### config.mk
export PLATFORM = sky130hd
export DESIGN_NAME = cheat_descrambler
export DESIGN_NICKNAME = d
export VERILOG_FILES = /design/src/cheat_loader_pkg.sv /design/src/cheat_descrambler.sv
export VERILOG_INCLUDE_DIRS = /design/src
export SDC_FILE = /design/constraint.sdc
export NUM_CORES = 1
export LEC_CHECK = 0
export BUFFER_PORTS_ARGS = -buffer_cell sky130_fd_sc_hd__buf_4
export CORE_AREA = 2 2 39 41
export DETAILED_ROUTE_END_ITERATION = 16
export DIE_AREA = 0 0 41 43
export PLACE_DENSITY_LB_ADDON = 0.3
export SYNTH_ARGS = -nofsm -noshare
export SYNTH_HDL_FRONTEND = slang
export SYNTH_SLANG_ARGS = --single-unit
### constraint.sdc
create_clock -name vclk -period 0.9
set_input_delay 0.135 -clock vclk [all_inputs]
set_output_delay 0.135 -clock vclk [all_outputs]
set_load 0.01 [all_outputs]
### src/cheat_loader_params.svh
//**************************************************
// cheat loader parameters
// program RAM geometry and the firmware scramble key
//**************************************************

`ifndef CHEAT_LOADER_PARAMS_SVH
`define CHEAT_LOADER_PARAMS_SVH

// program RAM address width, 1024 words by default
`define CHEAT_AW 10

// instruction word width of the cheat controller
`define CHEAT_DW 18

// scramble key, split in two halves
// low half is XORed with the stream address to form the swap mask
`define CHEAT_KEY_LO 8'h5a

// high half is the XOR pattern applied between the two swap passes
`define CHEAT_KEY_HI 8'hc3

// nine bytes pack into four words
// 9*8 = 72 = 4*18, so no bits are lost at group end
// changing CHEAT_DW breaks that ratio, packer assumes 18

`endif

### src/cheat_loader_pkg.sv
//**************************************************
// cheat loader types
// loader byte beat, RAM write beat, instruction word
//**************************************************

`default_nettype none

`include "cheat_loader_params.svh"

package cheat_loader_pkg;

    // one instruction as seen on the fetch port
    typedef logic [`CHEAT_DW-1:0] instr_t;

    // one byte from the host download stream
    typedef struct packed {
        logic       wr;    // one cycle strobe
        logic [7:0] addr;  // stream address, keys the descramble
        logic [7:0] data;  // byte payload
    } prog_byte_t;         // 17 bits

    // one packed write into the program RAM
    typedef struct packed {
        logic                 we;    // write enable, single cycle
        logic [`CHEAT_AW-1:0] addr;  // word address
        instr_t               data;  // packed instruction
    } prog_word_t;                   // 29 bits at AW=10

endpackage

`default_nettype wire

### src/cheat_descrambler.sv
//**************************************************
// cheat descrambler
// recovers plain firmware bytes using address keyed
// bit pair swaps around a fixed XOR
//**************************************************

`timescale 1ns/1ps
`default_nettype none

`include "cheat_loader_params.svh"

module cheat_descrambler import cheat_loader_pkg::*; (
    input  wire prog_byte_t byte_in,   // scrambled beat
    output prog_byte_t      byte_out   // same beat, plain data
);

    logic [7:0] mask;       // per byte swap selection
    logic [7:0] swap_lo;    // after first swap pass
    logic [7:0] xored;      // after key XOR
    logic [7:0] plain;      // after second swap pass

    // swap bits 2i+1:2i when sel[i] is set
    function automatic logic [7:0] swap_pairs(
        input logic [7:0] d,
        input logic [3:0] sel
    );
        logic [7:0] r;
        r = d;
        for (int i = 0; i < 4; i++) begin
            if (sel[i]) begin
                r[2*i +: 2] = {d[2*i], d[2*i+1]};  // exchange the pair
            end
        end
        return r;
    endfunction

    // mask depends on where the byte sits in the stream
    assign mask = byte_in.addr ^ `CHEAT_KEY_LO;

    // pass 1 under mask low nibble
    assign swap_lo = swap_pairs(byte_in.data, mask[3:0]);

    // fixed pattern flip between passes
    assign xored = swap_lo ^ `CHEAT_KEY_HI;

    // pass 2 under mask high nibble
    assign plain = swap_pairs(xored, mask[7:4]);

    // strobe and address untouched
    assign byte_out = '{
        wr:   byte_in.wr,
        addr: byte_in.addr,
        data: plain
    };

endmodule

`default_nettype wire

==> results_dict.tcl, run 1 <==
set metrics [dict create \
    status "finished, violations left" \
    violations "negative setup slack" \
    flops_and_latches 0 \
    place_hpwl_um 480.1 \
    fin_crit_ps 999.9 \
    layout-drive-gt1-share 0.9111 \
    fin_ws_ps -99.86 \
    hold_class "input port to primary output" \
    grt_usage 0.07608 \
    grt_pass1_wl_um 972 \
    design.core.area_um2 1384 \
    fmax_mhz 1000 \
    dieHeight_um 43 \
    design_area_um2 541.8 \
    worstSetupStartpoint "byte_in[10]" \
    num_vias 224 \
    drcViolationCount 0 \
    max-slew-margin-rel 0.9129 \
    postCtsHoldBufs 0 \
    final_nets 64 \
    mostFrequentLayoutCell "buf_4" \
    start_util 0.1356 \
    rsz0062_at_grt "yes" \
    antenna_found_initial 0 \
    synth_mux_area_frac 0.4533 \
    dp_cells 61 \
    die-area_um2 1763 \
    vdd_ir_drop_max_mv 0.1925 \
    ff_latch_area_um2 0 \
    syn_area_um2 187.7 \
    setup-violations-final 4 \
    overflow 0 \
    wl_um 672 \
    crit_path_start_kind "input port" \
    criticalPathCategory "input port to primary output" \
    fin_cells 61 \
    die_w_um 41 \
    grt_max_degree 3 \
    final_core_util 0.3915 \
    multi_input_area_um2 210.2 \
    ys_seq_area_frac 0 \
    wl_per_cell_um 11.02 \
    n_antenna_cell 0 \
    rows 14 \
    grt_pass1_vias 245 \
    fin_tns_setup_ps -384.0 \
    crit_path_end_kind "primary output" \
    pwr-share-comb 1.000 \
    nFillCells 133 \
    post-layout-total-power_mw 0.3371 \
    synth-warning-count 0 \
    clkbuf_count 0 \
    antenna_left 0 \
    switching_share 0.3559 \
    synth-simple-area-share 0 \
    endpoint "byte_out[5]" \
    period_share 1.111 \
    tightest_slew_ps 127.0 \
    finalHoldViolCount 0 \
    synth.distinct_cells 5 \
    cap_violations 0 \
    post_dp_cell_area_um2 387.9 \
    seqPwrFrac 0 \
    ios 34 \
    maxSlewViolCount 0 \
    worstPathRequired_ps 760 \
    path_max_fanout 2 \
    synth_nets 38 \
    final_cell_mix "buf_4, buf_6, buf_8" \
    drt_iter0_drc 0 \
    viasPerCell 3.672 \
    switchingPower_mw 0.1200 \
    crit_arrival_ps 860 \
    synth_xor_area_frac 0.1867 \
    p_per_area_nw_per_um2 622.3 \
    synth_compound_area_frac 0 \
    clkPwrFrac 0 \
    syn_to_final_growth_pct 188.7 \
    drtPass1Iterations 1 \
    portBuffers 32 \
    synth_fa_ha_area_frac 0 \
    leakage_nw 0.2680 \
    synth_top_family_by_area "multiplexers" \
    intPower_mw 0.2172 \
    postSynthCellCount 21 \
    syn_avg_cell_area_um2 8.937 \
    gp_congestion 0.7381 \
]
==> Yosys cell counts <==
cell type | count | area share
buf_4 | 9 | 0.36
mux2_2 | 4 | 0.24
mux2i_1 | 4 | 0.21
xor2_1 | 3 | 0.14
xnor2_1 | 1 | 0.047
==> layout make-up <==
class,count,share of cell area
repair buffers,33,0.5751
multi-input cells,12,0.3880
well taps,16,0.03695
==> per-layer routing <==
metal / up-vias / global-route usage / part of all wire
met5: - / 0 / 0
met4: 0 / 0.006667 / 0
met3: 0 / 0 / 0.060
met2: 8 / 0.1625 / 0.68
met1: 108 / 0.07325 / 0.25
li1: 108 / - / -
==> how the worst min path moves through the flow <==
stage | cells after the start | end | from | slack, ps
2_1_floorplan | 1 | byte_out[0] | byte_in[0] | 350
3_3_place_gp | 0 | byte_out[16] | byte_in[16] | 270
3_5_place_dp | 0 | byte_out[16] | byte_in[16] | 270
4_1_cts | 0 | byte_out[16] | byte_in[16] | 270
5_1_grt | 0 | byte_out[16] | byte_in[16] | 270
6_report | 0 | byte_out[16] | byte_in[16] | 270
==> metrics by stage <==
step                      setup slack [ps]  hold slack (ps)
after floorplan                      68.43            353.9
after global routing                -118.8            270.0
after detailed placement            -190.4            270.1
after CTS                           -99.73            270.1
after global placement              -199.6            270.1
final                               -99.86            270.0
==> worst max-delay path: stages <==
cell and delay (ps):
buf_8 100, xor2_4 180, mux2_4 320, buf_6 120
==> logic make-up after synthesis <==
family    after synthesis
mux                     8
buf+inv                 9
xor+xnor                4
==> repair_timing <==
item | in CTS | in global routing
setup endpoints to repair | 8 | 8
gates cloned | 0 | 0
pin swaps | 4 | 2
resized for setup | 26 | 3
buffers inserted | 0 | 0
==> power by group through the flow <==
stage	sequential, mW	clock (mW)	combinational [mW]
after floorplan	0	0	0.123
after global placement	0	0	0.248
after detailed placement	0	0	0.246
after CTS	0	0	0.334
after global routing	0	0	0.356
final	0	0	0.337
(Power assumes the default switching activity.)
==> run 2: changes to the inputs <==
Settings changed: ABC_AREA set to 1.
==> results_dict.tcl, run 2 <==
set metrics [dict create \
    rows 14 \
    grt_max_degree 5 \
    synth_nets 78 \
    cap_violations 0 \
    num_vias 401 \
    path_cells "buf_4 > inv_1 > nand2_1 > nand3_1 > nand2_1 > buf_4" \
    path_max_fanout 4 \
    post_cts_buffers 0 \
    start_util 0.2043 \
    grt_pass1_wl_um 1014 \
    setup-violations-final 0 \
    syn_avg_cell_area_um2 4.636 \
    fin_cells 100 \
    n_antenna_cell 0 \
    grt_usage 0.07393 \
    drtPass1Iterations 4 \
    viasPerCell 4.010 \
    dieHeight_um 43 \
    yosysMostFrequentCell "nand2_1" \
    flops_and_latches 0 \
    die-area_um2 1763 \
    syn_area_um2 282.8 \
    fin_tns_setup_ps 0 \
    synth.top_cell.area_share 0.3186 \
    overflow 0 \
    yosys-top-cells-count "nand2_1, nand3_1, inv_1" \
    postCtsHoldBufs 0 \
    worstPathRequired_ps 760 \
    hold_class "input port to primary output" \
    criticalPathCategory "input port to primary output" \
    crit_path_start_kind "input port" \
    crit_slowest_cell "buf_4" \
    cp.depth 6 \
    mostFrequentLayoutCell "buf_4" \
    tightest_slew_ps 80.30 \
    synth-warning-count 0 \
    postSynthCellCount 61 \
    grt_pass1_vias 291 \
    portBuffers 32 \
    maxSlewViolCount 0 \
    antenna_found_initial 0 \
    ff_latch_area_um2 0 \
    endpoint "byte_out[6]" \
    dp_cells 100 \
    wl_um 734 \
    yosysTopAreaCell "nand2_1" \
    rsz0062_at_grt "no" \
    final_cell_mix "buf_4, nand2_1, nand3_1" \
    synth.distinct_cells 4 \
    layout-drive-gt1-share 0.3810 \
    fin_crit_ps 781.0 \
    drcViolationCount 0 \
    status "completed" \
    max-slew-margin-rel 0.9463 \
    crit_path_end_kind "primary output" \
    final_nets 103 \
    finalHoldViolCount 0 \
    die_w_um 41 \
    p_per_area_nw_per_um2 549.6 \
    multi_input_area_um2 170.2 \
    drt_iter0_drc 5 \
    gp_congestion 0.5890 \
    leakage_nw 0.3201 \
    cts_resized 0 \
    synth.area.top_cells "nand2_1, nand3_1, buf_4" \
    path_buf_inv 3 \
    min_from "byte_in[16]" \
    ios 34 \
    cpPeakStageDelay_ps 140 \
    worstSetupStartpoint "byte_in[11]" \
    whs_ps 270.0 \
    crit_arrival_ps 650 \
    vdd_ir_drop_max_mv 0.1548 \
    syn_to_final_growth_pct 68.14 \
    ys_seq_area_frac 0 \
    design.core.area_um2 1384 \
    period_share 0.8678 \
    wl_per_cell_um 7.340 \
    nFillCells 164 \
    clkbuf_count 0 \
    antenna_left 0 \
    fmax_mhz 1280 \
    place_hpwl_um 676.4 \
    critPathTopFamily "buffers and inverters" \
]
==> run 2: metal layers <==
| layer | track usage | up-vias | routed length (um) |
|---|---|---|---|
| met3 | 0.01047 | 0 | 122 |
| met4 | 0 | 0 | 0 |
| met1 | 0.09810 | 154 | 327 |
| li1 | - | 225 | - |
| met5 | 0 | - | 0 |
| met2 | 0.1281 | 22 | 285 |
==> run 2: final cells by class <==
class                           count  share of cell area
Inverter                           12             0.09474
Tap cell                           16             0.04211
Timing Repair Buffer               32              0.5053
Multi-Input combinational cell     40              0.3579
==> run 2: how the worst min path moves through the flow <==
stage,endpoint,slack [ps],cells after the start
floorplan,byte_out[10],360,1
global placement,byte_out[16],270,0
detailed placement,byte_out[16],270,0
CTS,byte_out[16],270,0
global route,byte_out[16],270,0
finish,byte_out[16],270,0
==> run 2: logic make-up after synthesis <==
logic type,count (synthesis),share of synthesized area
and+or+nand+nor,40,0.6018
buffers and inverters,21,0.3982
==> run 2: per-stage QoR <==
| step | instance area, um^2 | total power [mW] | setup slack [ps] | util |
|---|---|---|---|---|
| finish | 475.5 | 0.2613 | 119.0 | 0.3436 |
| global route | 475.5 | 0.2899 | 52.53 | 0.3436 |
| CTS | 475.5 | 0.2641 | 113.7 | 0.3436 |
| detailed placement | 475.5 | 0.2634 | 115.0 | 0.3436 |
| global placement | 475.5 | 0.2610 | 129.9 | 0.3436 |
| floorplan | 282.8 | 0.1366 | 371.4 | - |
==> run 2: report_power, final <==
| group | leakage, nW | switching, mW | total [mW] | internal (mW) |
|---|---|---|---|---|
| logic | 0.320 | 0.121 | 0.261 | 0.141 |
| clock network | 0 | 0 | 0 | 0 |
| registers | 0 | 0 | 0 | 0 |
| total | 0.320 | 0.121 | 0.261 | 0.141 |
