`src/cheat_loader_params.svh`:
```
//**************************************************
// cheat loader parameters
// program RAM geometry and the firmware scramble key
//**************************************************

`ifndef CHEAT_LOADER_PARAMS_SVH
`define CHEAT_LOADER_PARAMS_SVH

// program RAM address width, 1024 words by default
`define CHEAT_AW 10

// instruction word width of the cheat controller
`define CHEAT_DW 18

// scramble key, split in two halves
// low half is XORed with the stream address to form the swap mask
`define CHEAT_KEY_LO 8'h5a

// high half is the XOR pattern applied between the two swap passes
`define CHEAT_KEY_HI 8'hc3

// nine bytes pack into four words
// 9*8 = 72 = 4*18, so no bits are lost at group end
// changing CHEAT_DW breaks that ratio, packer assumes 18

`endif

```
`src/cheat_loader_pkg.sv`:
```
//**************************************************
// cheat loader types
// loader byte beat, RAM write beat, instruction word
//**************************************************

`default_nettype none

`include "cheat_loader_params.svh"

package cheat_loader_pkg;

    // one instruction as seen on the fetch port
    typedef logic [`CHEAT_DW-1:0] instr_t;

    // one byte from the host download stream
    typedef struct packed {
        logic       wr;    // one cycle strobe
        logic [7:0] addr;  // stream address, keys the descramble
        logic [7:0] data;  // byte payload
    } prog_byte_t;         // 17 bits

    // one packed write into the program RAM
    typedef struct packed {
        logic                 we;    // write enable, single cycle
        logic [`CHEAT_AW-1:0] addr;  // word address
        instr_t               data;  // packed instruction
    } prog_word_t;                   // 29 bits at AW=10

endpackage

`default_nettype wire

```
`src/cheat_word_packer.sv`:
```
//**************************************************
// cheat word packer
// packs 8 bit bytes into 18 bit words, 9 bytes to 4,
// and steps the program RAM write address
//**************************************************

`timescale 1ns/1ps
`default_nettype none

`include "cheat_loader_params.svh"

module cheat_word_packer import cheat_loader_pkg::*; (
    input  wire             clk,
    input  wire             rst,
    input  wire             prog_en,   // level, rising edge restarts
    input  wire prog_byte_t byte_in,   // plain byte beat
    output prog_word_t      word_out   // RAM write port
);

    localparam int AW = `CHEAT_AW;

    logic          en_q;       // last prog_en
    logic [3:0]    byte_cnt;   // position in group, 0..8
    logic [15:0]   carry;      // leftover bits, newest byte on top
    logic          wr_en;      // registered write strobe
    logic [AW-1:0] wr_addr;    // next word address
    instr_t        wr_data;    // registered word

    logic          restart;    // enable rising edge
    logic          take;       // byte accepted this cycle
    logic          word_hit;   // this byte completes a word
    instr_t        word_next;  // word formed from carry and byte

    assign restart = prog_en & ~en_q;
    assign take    = byte_in.wr & prog_en & ~restart;  // edge cycle drops the byte

    // word boundaries fall on the 3rd, 5th, 7th and 9th byte
    always_comb begin
        word_hit  = 1'b0;
        word_next = '0;
        case (byte_cnt)
            4'd2: begin
                word_hit  = 1'b1;
                word_next = {byte_in.data[1:0], carry};         // bits 17:0
            end
            4'd4: begin
                word_hit  = 1'b1;
                word_next = {byte_in.data[3:0], carry[15:2]};   // bits 35:18
            end
            4'd6: begin
                word_hit  = 1'b1;
                word_next = {byte_in.data[5:0], carry[15:4]};   // bits 53:36
            end
            4'd8: begin
                word_hit  = 1'b1;
                word_next = {byte_in.data, carry[15:6]};        // bits 71:54
            end
            default: begin
                word_hit  = 1'b0;                               // byte just carried
            end
        endcase
    end

    // control state
    always_ff @(posedge clk or posedge rst) begin
        if (rst) begin
            en_q     <= 1'b0;
            byte_cnt <= 4'd0;
            wr_en    <= 1'b0;
            wr_addr  <= '0;
        end else begin
            en_q <= prog_en;
            if (restart) begin
                byte_cnt <= 4'd0;   // new group
                wr_en    <= 1'b0;
                wr_addr  <= '0;     // reload from word 0
            end else begin
                if (wr_en) begin
                    wr_addr <= wr_addr + AW'(1);  // step after each write
                end
                wr_en <= take & word_hit;
                if (take) begin
                    byte_cnt <= (byte_cnt == 4'd8) ? 4'd0 : byte_cnt + 4'd1;
                end
            end
        end
    end

    // payload, shifts right one byte per accepted beat
    always_ff @(posedge clk) begin
        if (restart) begin
            carry   <= '0;
            wr_data <= '0;
        end else if (take) begin
            carry <= {byte_in.data, carry[15:8]};
            if (word_hit) begin
                wr_data <= word_next;
            end
        end
    end

    assign word_out = '{
        we:   wr_en,
        addr: wr_addr,
        data: wr_data
    };

endmodule

`default_nettype wire
```
`config.mk`:
```
export PLATFORM = sky130hd
export DESIGN_NAME = cheat_word_packer
export DESIGN_NICKNAME = d
export VERILOG_FILES = /design/src/cheat_loader_pkg.sv /design/src/cheat_word_packer.sv
export VERILOG_INCLUDE_DIRS = /design/src
export SDC_FILE = /design/constraint.sdc
export NUM_CORES = 1
export LEC_CHECK = 0
export BUFFER_PORTS_ARGS = -buffer_cell sky130_fd_sc_hd__buf_2
export CAP_MARGIN = 20
export CORE_MARGIN = 2
export CORE_UTILIZATION = 35
export CTS_CLUSTER_SIZE = 20
export DETAILED_ROUTE_END_ITERATION = 10
export MAX_ROUTING_LAYER = met4
export PLACE_DENSITY = 0.59
export SYNTH_ARGS = -nofsm -noshare
export SYNTH_HDL_FRONTEND = slang
export SYNTH_SLANG_ARGS = --single-unit
```
`constraint.sdc`:
```
create_clock -name clk -period 2.35 [get_ports clk]
set_input_delay 0.1175 -clock clk [delete_from_list [all_inputs] [get_ports clk]]
set_output_delay 0.1175 -clock clk [all_outputs]
set_load 0.01 [all_outputs]
```
==> results of run 1 <==
how the worst max path moves through the flow:
stage                                       start                  endpoint  slack, ns
after detailed placement  byte_cnt[0]$_DFFE_PP0P_   wr_data[9]$_SDFFE_PP0P_       0.33
after global placement    byte_cnt[0]$_DFFE_PP0P_   wr_data[9]$_SDFFE_PP0P_       0.35
after global routing      byte_cnt[0]$_DFFE_PP0P_  wr_data[17]$_SDFFE_PP0P_       0.11
after CTS                 byte_cnt[0]$_DFFE_PP0P_   wr_data[7]$_SDFFE_PP0P_       0.31
after floorplan           byte_cnt[0]$_DFFE_PP0P_   byte_cnt[0]$_DFFE_PP0P_       0.66
final                     byte_cnt[0]$_DFFE_PP0P_   wr_data[5]$_SDFFE_PP0P_       0.24
synthesized netlist by cell type (all sizes together):
| library cell | instances | area (um^2) |
|---|---|---|
| mux2 | 1 | 11.3 |
| nor4 | 1 | 6.26 |
| a32oi | 2 | 17.5 |
| xnor2 | 5 | 43.8 |
| nand4b | 2 | 17.5 |
| a211oi | 2 | 32.5 |
| dfxtp | 34 | 681 |
| a32o | 2 | 20.0 |
| nand2b | 2 | 20.0 |
| o311a | 2 | 20.0 |
| mux2i | 1 | 10.0 |
| a22oi | 12 | 90.1 |
| nor2b | 2 | 12.5 |
| or3 | 1 | 6.26 |
| a21oi | 23 | 115 |
| dfrtp | 16 | 400 |
| ha | 4 | 50.1 |
| nor3 | 3 | 15.0 |
| xor2 | 3 | 26.3 |
| a311oi | 1 | 8.76 |
| a22o | 17 | 149 |
| nand3b | 2 | 15.0 |
| nand2 | 8 | 30.0 |
| buf | 13 | 101 |
| and3 | 1 | 6.26 |
| nor2 | 25 | 93.8 |
| and3b | 1 | 8.76 |
| o21ai | 24 | 120 |
| nand4 | 3 | 18.8 |
| inv | 6 | 22.5 |
| nor3b | 1 | 12.5 |
| clkbuf | 9 | 33.8 |
| nand3 | 6 | 30.0 |
| a221oi | 14 | 135 |
metrics by stage:
step,util [%],instance area (um^2),hold WS [ns]
after floorplan,-,2380,0.0312
after global placement,38.9,2600,0.227
after detailed placement,38.9,2600,0.236
after CTS,40.8,2730,0.0414
after global routing,40.8,2730,0.0597
final,40.8,2730,0.0551
cell families (layout without fill, tap and decap cells):
kind of cell / Yosys count / count (layout)
muxes: 2 / 2
DFF: 50 / 50
adders and majority gates: 4 / 4
AOI/OAI and AO/OA: 99 / 99
buffers and inverters: 28 / 63
xor gates and xnor gates: 8 / 8
and+or+nand+nor: 58 / 58
state kept, by name (all words and copies together) (netlist names):
register	flops
wr_data	18
carry	16
wr_addr	10
byte_cnt	4
en_q	1
wr_en	1
layout make-up:
type / instances / area (um^2)
inverter: 6 / 22.5
tap: 80 / 100
clock buffer: 6 / 72.6
multi-input combinational: 171 / 1140
clock inverter: 2 / 36.3
timing repair buffer: 49 / 273
fill: 679 / 3950
sequential: 50 / 1080
per-layer routing:
layer / routed length (um) / global-route usage [%]
met5: 0 / -
met4: 104 / 5.82
met3: 258 / 3.33
met2: 2670 / 24.8
met1: 2740 / 22.7
repair_timing:
action	CTS	global route
hold endpoints to repair	17	0
buffers inserted	0	0
hold buffers	2	0
power by group through the flow:
stage	Combinational (mW)	Clock (mW)	Sequential [mW]
final	0.201	0.602	0.933
after CTS	0.202	0.622	0.932
after floorplan	0.131	0	0.946
after detailed placement	0.198	0	0.951
after global routing	0.222	0.654	0.941
after global placement	0.194	0	0.950
==> reports/metrics.csv, run 1 <==
stage,metric,value,unit
clock_network,CTS buffer count,5,
timing,unrepaired setup endpoints after global routing,false,
synth,Post-Syn Nets,273,
synth,post-synthesis mux area share,0.893,%
floorplanning,Core Rows,30,
clock_network,H-tree levels,2,
layout,"commonest cells after routing, fill and taps aside","40 x buf_2, 34 x dfxtp_1, 25 x nor2_1, 23 x a21oi_1, 17 x a22o_1",
hold_path,Worst Hold Endpoint,carry[15]$_SDFFE_PP0P_,
power_and_ir_drop,Pleak,1.13,nW
clock_network,clk buf depth,2,
clock_network,Resize count post-CTS,0,
layout,nets@finish,307,
synth,Synth Instances,249,
hold_path,HP Start,byte_in[7],
synth,Synth Area in Adders,2.10,%
timing,Max Clk Rate,0.475,GHz
power_and_ir_drop,switching portion of total power,25.8,%
floorplanning,overall die area,0.00748,mm^2
place,post-place setup slack,0.329,ns
floorplanning,Die Height,86.5,um
synth,sequential element share of the synthesized area,45.4,%
global_route,first-pass GRT wire length,9650,um
power_and_ir_drop,internal power,1.29,mW
power_and_ir_drop,Net Switching,447,uW
status,outcome,finished clean,
power_and_ir_drop,PD cells,636,mW/mm^2
place,Port Buf Inserts,40,
drt,DRT antenna net count,0,
synth,Unique masters post-synth,40,
synth,Mapped Avg Cell Area,9.56,um^2
setup_path,Critical Path Fanout Max,14,
setup_path,CP Launch Type,register,
drt,vias after detailed routing,2044,
drt,Pre-antenna DRT Iters,4,
timing,crit path time final,2.11,ns
power_and_ir_drop,Pwr Total,1.74,mW
run,maxcap violations,0,
power_and_ir_drop,sequential power share,53.7,%
setup_path,Worst Setup End Kind,register,
timing,Setup Skew,0.00550,ns
setup_path,Setup CP Type,register to register,
setup_path,max incr delay on CP,0.85,ns
timing,worst setup margin,0.244,ns
layout,layout cell share with drive strength beyond 1,21.5,%
synth,largest family of logic cells by synthesized area,compound AO/OA/AOI/OAI gates,
timing,Slew headroom,30.3,%
setup_path,R2R Setup Slk,0.24,ns
timing,"Hold Vio Cnt, Final",0,
setup_path,"delay-heaviest family, CP",simple AND/OR/NAND/NOR gates,
setup_path,worst flop-to-flop path endpoint,wr_data[5]$_SDFFE_PP0P_,
synth,xor/xnor cell area share of the yosys netlist,2.94,%
setup_path,worst reg2reg path depth,5,
clock_network,CTS tree,yes,
setup_path,number of buffers and inverters on the critical path,1,
global_route,number of global-route vias before repair,1915,
setup_path,worst path required time,2.59,ns
clock_network,root buffer cell,clkbuf_8,
timing,final setup vio count,0,
setup_path,Critical Path Stages,5,
drt,routed wire length per instance,15.9,um
drt,Total Wirelength,5780,um
clock_network,CTS sink cnt,50,
clock_network,Clock transition at path regs,0.09,ns
setup_path,slowest CP cell,nor3b_2,
hold_path,hold depth,2,
synth,Mapped Area,0.00238,mm^2
power_and_ir_drop,clock share of power,34.7,%
layout,ANT cells,0,
layout,"commonest non-fill, non-tap cell in the layout",buf_2,
timing,Post-Route Setup TNS,0,ns
synth,Yosys warning total,0,
setup_path,critical path data arrival time,2.34,ns
layout,Non-Filler Instances,364,
floorplanning,# IOs,49,
setup_path,Critical R2R Launch,byte_cnt[0]$_DFFE_PP0P_,
global_route,initial antenna violation count,0,
drt,Via density,5.62,
synth,#FFs+latches synth,50,
drt,# DRC,0,
hold_path,worst hold-check path type,input port to register,
clock_network,Clock Latency Late Sink,0.30,ns
global_route,GR Overflow Total,0,
timing,Slew Limit Fails,0,
synth,Post-Synth Simple-Gate Area,12.3,%
global_route,largest net degree at the start of global routing,38,
floorplanning,Initial Util,35.6,%
place,hpwl dp,3900,um
power_and_ir_drop,worst vdd ir,331,uV
drt,Iter 0 DRT Violations,157,
synth,Compound-Gate Fraction of Synth Area,29.7,%
place,Final GP Congestion,0.796,
setup_path,CP Cell Sequence,inv_1 -> ha_1 -> nor3b_2 -> a221oi_1 -> a21oi_1,
floorplanning,core area,0.00668,mm^2
layout,synth-to-layout area growth,14.6,%
floorplanning,width of the die,86.5,um
global_route,total track usage,16.7,%
power_and_ir_drop,Logic pwr share,11.6,%
timing,slew at the pin with the worst max-slew slack,1.04,ns
place,dpl cells,354,
timing,Final period util,89.6,%
(Power assumes the default switching activity.)
==> inputs of run 2 (changes only) <==
Settings changed: CORE_UTILIZATION 35 to 30, CTS_CLUSTER_DIAMETER set to 40, PLACE_DENSITY 0.59 to not set, PLACE_DENSITY_LB_ADDON set to 0.3.
==> run 2 against run 1 <==
  * Die area rose by 16%
  * Clock power rose by 12%
  * First-iteration DRC count fell by 45%
  * Final area rose by 2.7%
  * Cell count rose by 6.9%
==> reports/metrics.csv, run 2 (synthesis gave the netlist of run 1 again) <==
stage,metric,value,unit,change
status,outcome,finished clean,,
clock_network,H-tree levels,2,,unchanged
timing,Post-Route Setup TNS,0,ns,unchanged
layout,ANT cells,0,,unchanged
clock_network,Resize count post-CTS,0,,unchanged
drt,# DRC,0,,unchanged
global_route,first-pass GRT wire length,9650,um,about the same
clock_network,CTS tree,yes,,
hold_path,worst hold-check path type,input port to register,,
timing,worst setup margin,0.269,ns,+0.0249 ns
setup_path,Setup CP Type,register to register,,
layout,synth-to-layout area growth,17.7,%,
timing,slew at the pin with the worst max-slew slack,1.04,ns,-0.00492 ns
setup_path,Critical Path Fanout Max,14,,unchanged
floorplanning,core area,0.00773,mm^2,+16%
clock_network,Clock Latency Late Sink,0.31,ns,about the same
timing,Final period util,88.6,%,-1.1 points
drt,vias after detailed routing,1992,,-2.5%
power_and_ir_drop,worst vdd ir,284,uV,-14%
global_route,total track usage,14.3,%,-2.4 points
setup_path,worst path required time,2.60,ns,about the same
setup_path,Critical R2R Launch,byte_cnt[0]$_DFFE_PP0P_,,
setup_path,CP Launch Type,register,,
drt,Pre-antenna DRT Iters,4,,unchanged
drt,DRT antenna net count,0,,unchanged
global_route,GR Overflow Total,0,,unchanged
layout,max reg flops,18,,unchanged
timing,"Hold Vio Cnt, Final",0,,unchanged
layout,final core utilization,36.3,%,-4.6 points
clock_network,clk buf depth,2,,unchanged
clock_network,Post-CTS Setup Inserts,0,,unchanged
layout,"commonest non-fill, non-tap cell in the layout",buf_2,,
clock_network,Clock transition at path regs,0.10,ns,about the same
layout,Fillers,821,,+21%
place,DP Area,0.00265,mm^2,+1.9%
timing,Max Clk Rate,0.480,GHz,+1.2%
global_route,number of global-route vias before repair,1919,,+0.21%
timing,Slew Limit Fails,0,,unchanged
timing,final setup vio count,0,,unchanged
floorplanning,Core Rows,32,,+6.7%
drt,routed wire length per instance,14.8,um,-6.8%
setup_path,critical path data arrival time,2.33,ns,about the same
floorplanning,width of the die,93.1,um,+7.6%
layout,"commonest cells after routing, fill and taps aside","40 x buf_2, 34 x dfxtp_1, 25 x nor2_1, 23 x a21oi_1, 17 x a22o_1",,
layout,Biggest register,wr_data,,
global_route,largest net degree at the start of global routing,21,,-45%
power_and_ir_drop,Pleak,1.16,nW,+2.4%
layout,"Design Area, Final",0.00280,mm^2,+2.7%
timing,crit path time final,2.08,ns,-0.0249 ns
drt,Iter 0 DRT Violations,86,,-45%
clock_network,CTS sink cnt,50,,unchanged
setup_path,worst flop-to-flop path endpoint,wr_data[5]$_SDFFE_PP0P_,,
hold_path,hold depth,2,,unchanged
hold_path,Worst Hold Endpoint,carry[15]$_SDFFE_PP0P_,,
layout,Largest regs,"wr_data (18), carry (16), wr_addr (10)",,
setup_path,CP Launch Point,byte_cnt[0]$_DFFE_PP0P_,,
setup_path,Worst Setup End Kind,register,,
layout,layout cell share with drive strength beyond 1,22.6,%,+1.2 points
hold_path,HP Start,byte_in[7],,
place,post-place setup slack,0.321,ns,-0.00751 ns
floorplanning,overall die area,0.00867,mm^2,+16%
run,maxcap violations,0,,unchanged
timing,Slew headroom,30.6,%,+0.33 points
global_route,initial antenna violation count,0,,unchanged
setup_path,worst reg2reg path depth,5,,unchanged
timing,Setup Skew,0.0144,ns,+0.00890 ns
clock_network,root buffer cell,clkbuf_8,,
floorplanning,# IOs,49,,unchanged
place,Port Buf Inserts,40,,unchanged
place,Final GP Congestion,0.721,,-9.4%
clock_network,CTS buffer count,5,,unchanged
drt,Via density,5.12,,-8.8%
power_and_ir_drop,PD cells,647,mW/mm^2,+1.8%
floorplanning,Die Height,93.1,um,+7.6%
place,hpwl dp,3970,um,+1.7%
setup_path,R2R Setup Slk,0.27,ns,+0.02 ns
drt,Total Wirelength,5760,um,-0.40%
layout,nets@finish,310,,+0.98%
floorplanning,Initial Util,30.8,%,-4.8 points
timing,unrepaired setup endpoints after global routing,false,,
run 2: changes by cell type in the layout (fill, tap and decap cells not counted), sizes merged:
cell	change
buf	+3
clkinv	+1
inv	-1
run 2: layout make-up:
type | count | area [um^2] | share of cell area, %
multi-input combinational | 171 | 1140 | 40.8
sequential | 50 | 1080 | 38.6
timing repair buffer | 52 | 295 | 10.5
tap | 102 | 128 | 4.56
clock buffer | 6 | 93.8 | 3.35
clock inverter | 2 | 38.8 | 1.38
inverter | 6 | 22.5 | 0.804
run 2: routing by layer:
metal	track usage, %	share of wire [%]	vias up
li1	-	-	1002
met5	-	0	-
met2	21.0	45	57
met1	20.0	49	931
met3	2.66	6.0	2
met4	4.90	0.54	0
run 2: worst max-delay path, stage by stage, from the launching register on:
cell and delay (ns):
dfrtp_1 0.44, inv_1 0.10, ha_1 0.19, nor3b_2 0.85
a221oi_1 0.26, a21oi_1 0.20
run 2: repair_timing:
action                                  CTS  global route
endpoints found under the setup margin    0             0
endpoints found under the hold margin    17             0
hold buffers                              2             0
run 2: metrics by stage:
| stage | power (mW) | hold slack, ns | std cells |
|---|---|---|---|
| after floorplan | 1.08 | 0.0312 | 249 |
| after global routing | 1.91 | 0.0455 | 389 |
| after detailed placement | 1.15 | 0.233 | 379 |
| after CTS | 1.84 | 0.0363 | 389 |
| final | 1.81 | 0.0510 | 389 |
| after global placement | 1.15 | 0.238 | 379 |
run 2: how the worst max path moves through the flow:
stage	endpoint
4_1_cts	wr_data[7]$_SDFFE_PP0P_
6_report	wr_data[5]$_SDFFE_PP0P_
2_1_floorplan	byte_cnt[0]$_DFFE_PP0P_
3_5_place_dp	wr_data[7]$_SDFFE_PP0P_
5_1_grt	wr_data[5]$_SDFFE_PP0P_
3_3_place_gp	wr_data[7]$_SDFFE_PP0P_
run 2: report_power, final:
| group | internal, mW | switching, mW | total, mW |
|---|---|---|---|
| registers | 0.890 | 0.0423 | 0.932 |
| logic | 0.0858 | 0.120 | 0.206 |
| clock network | 0.384 | 0.292 | 0.676 |
| total | 1.36 | 0.455 | 1.81 |
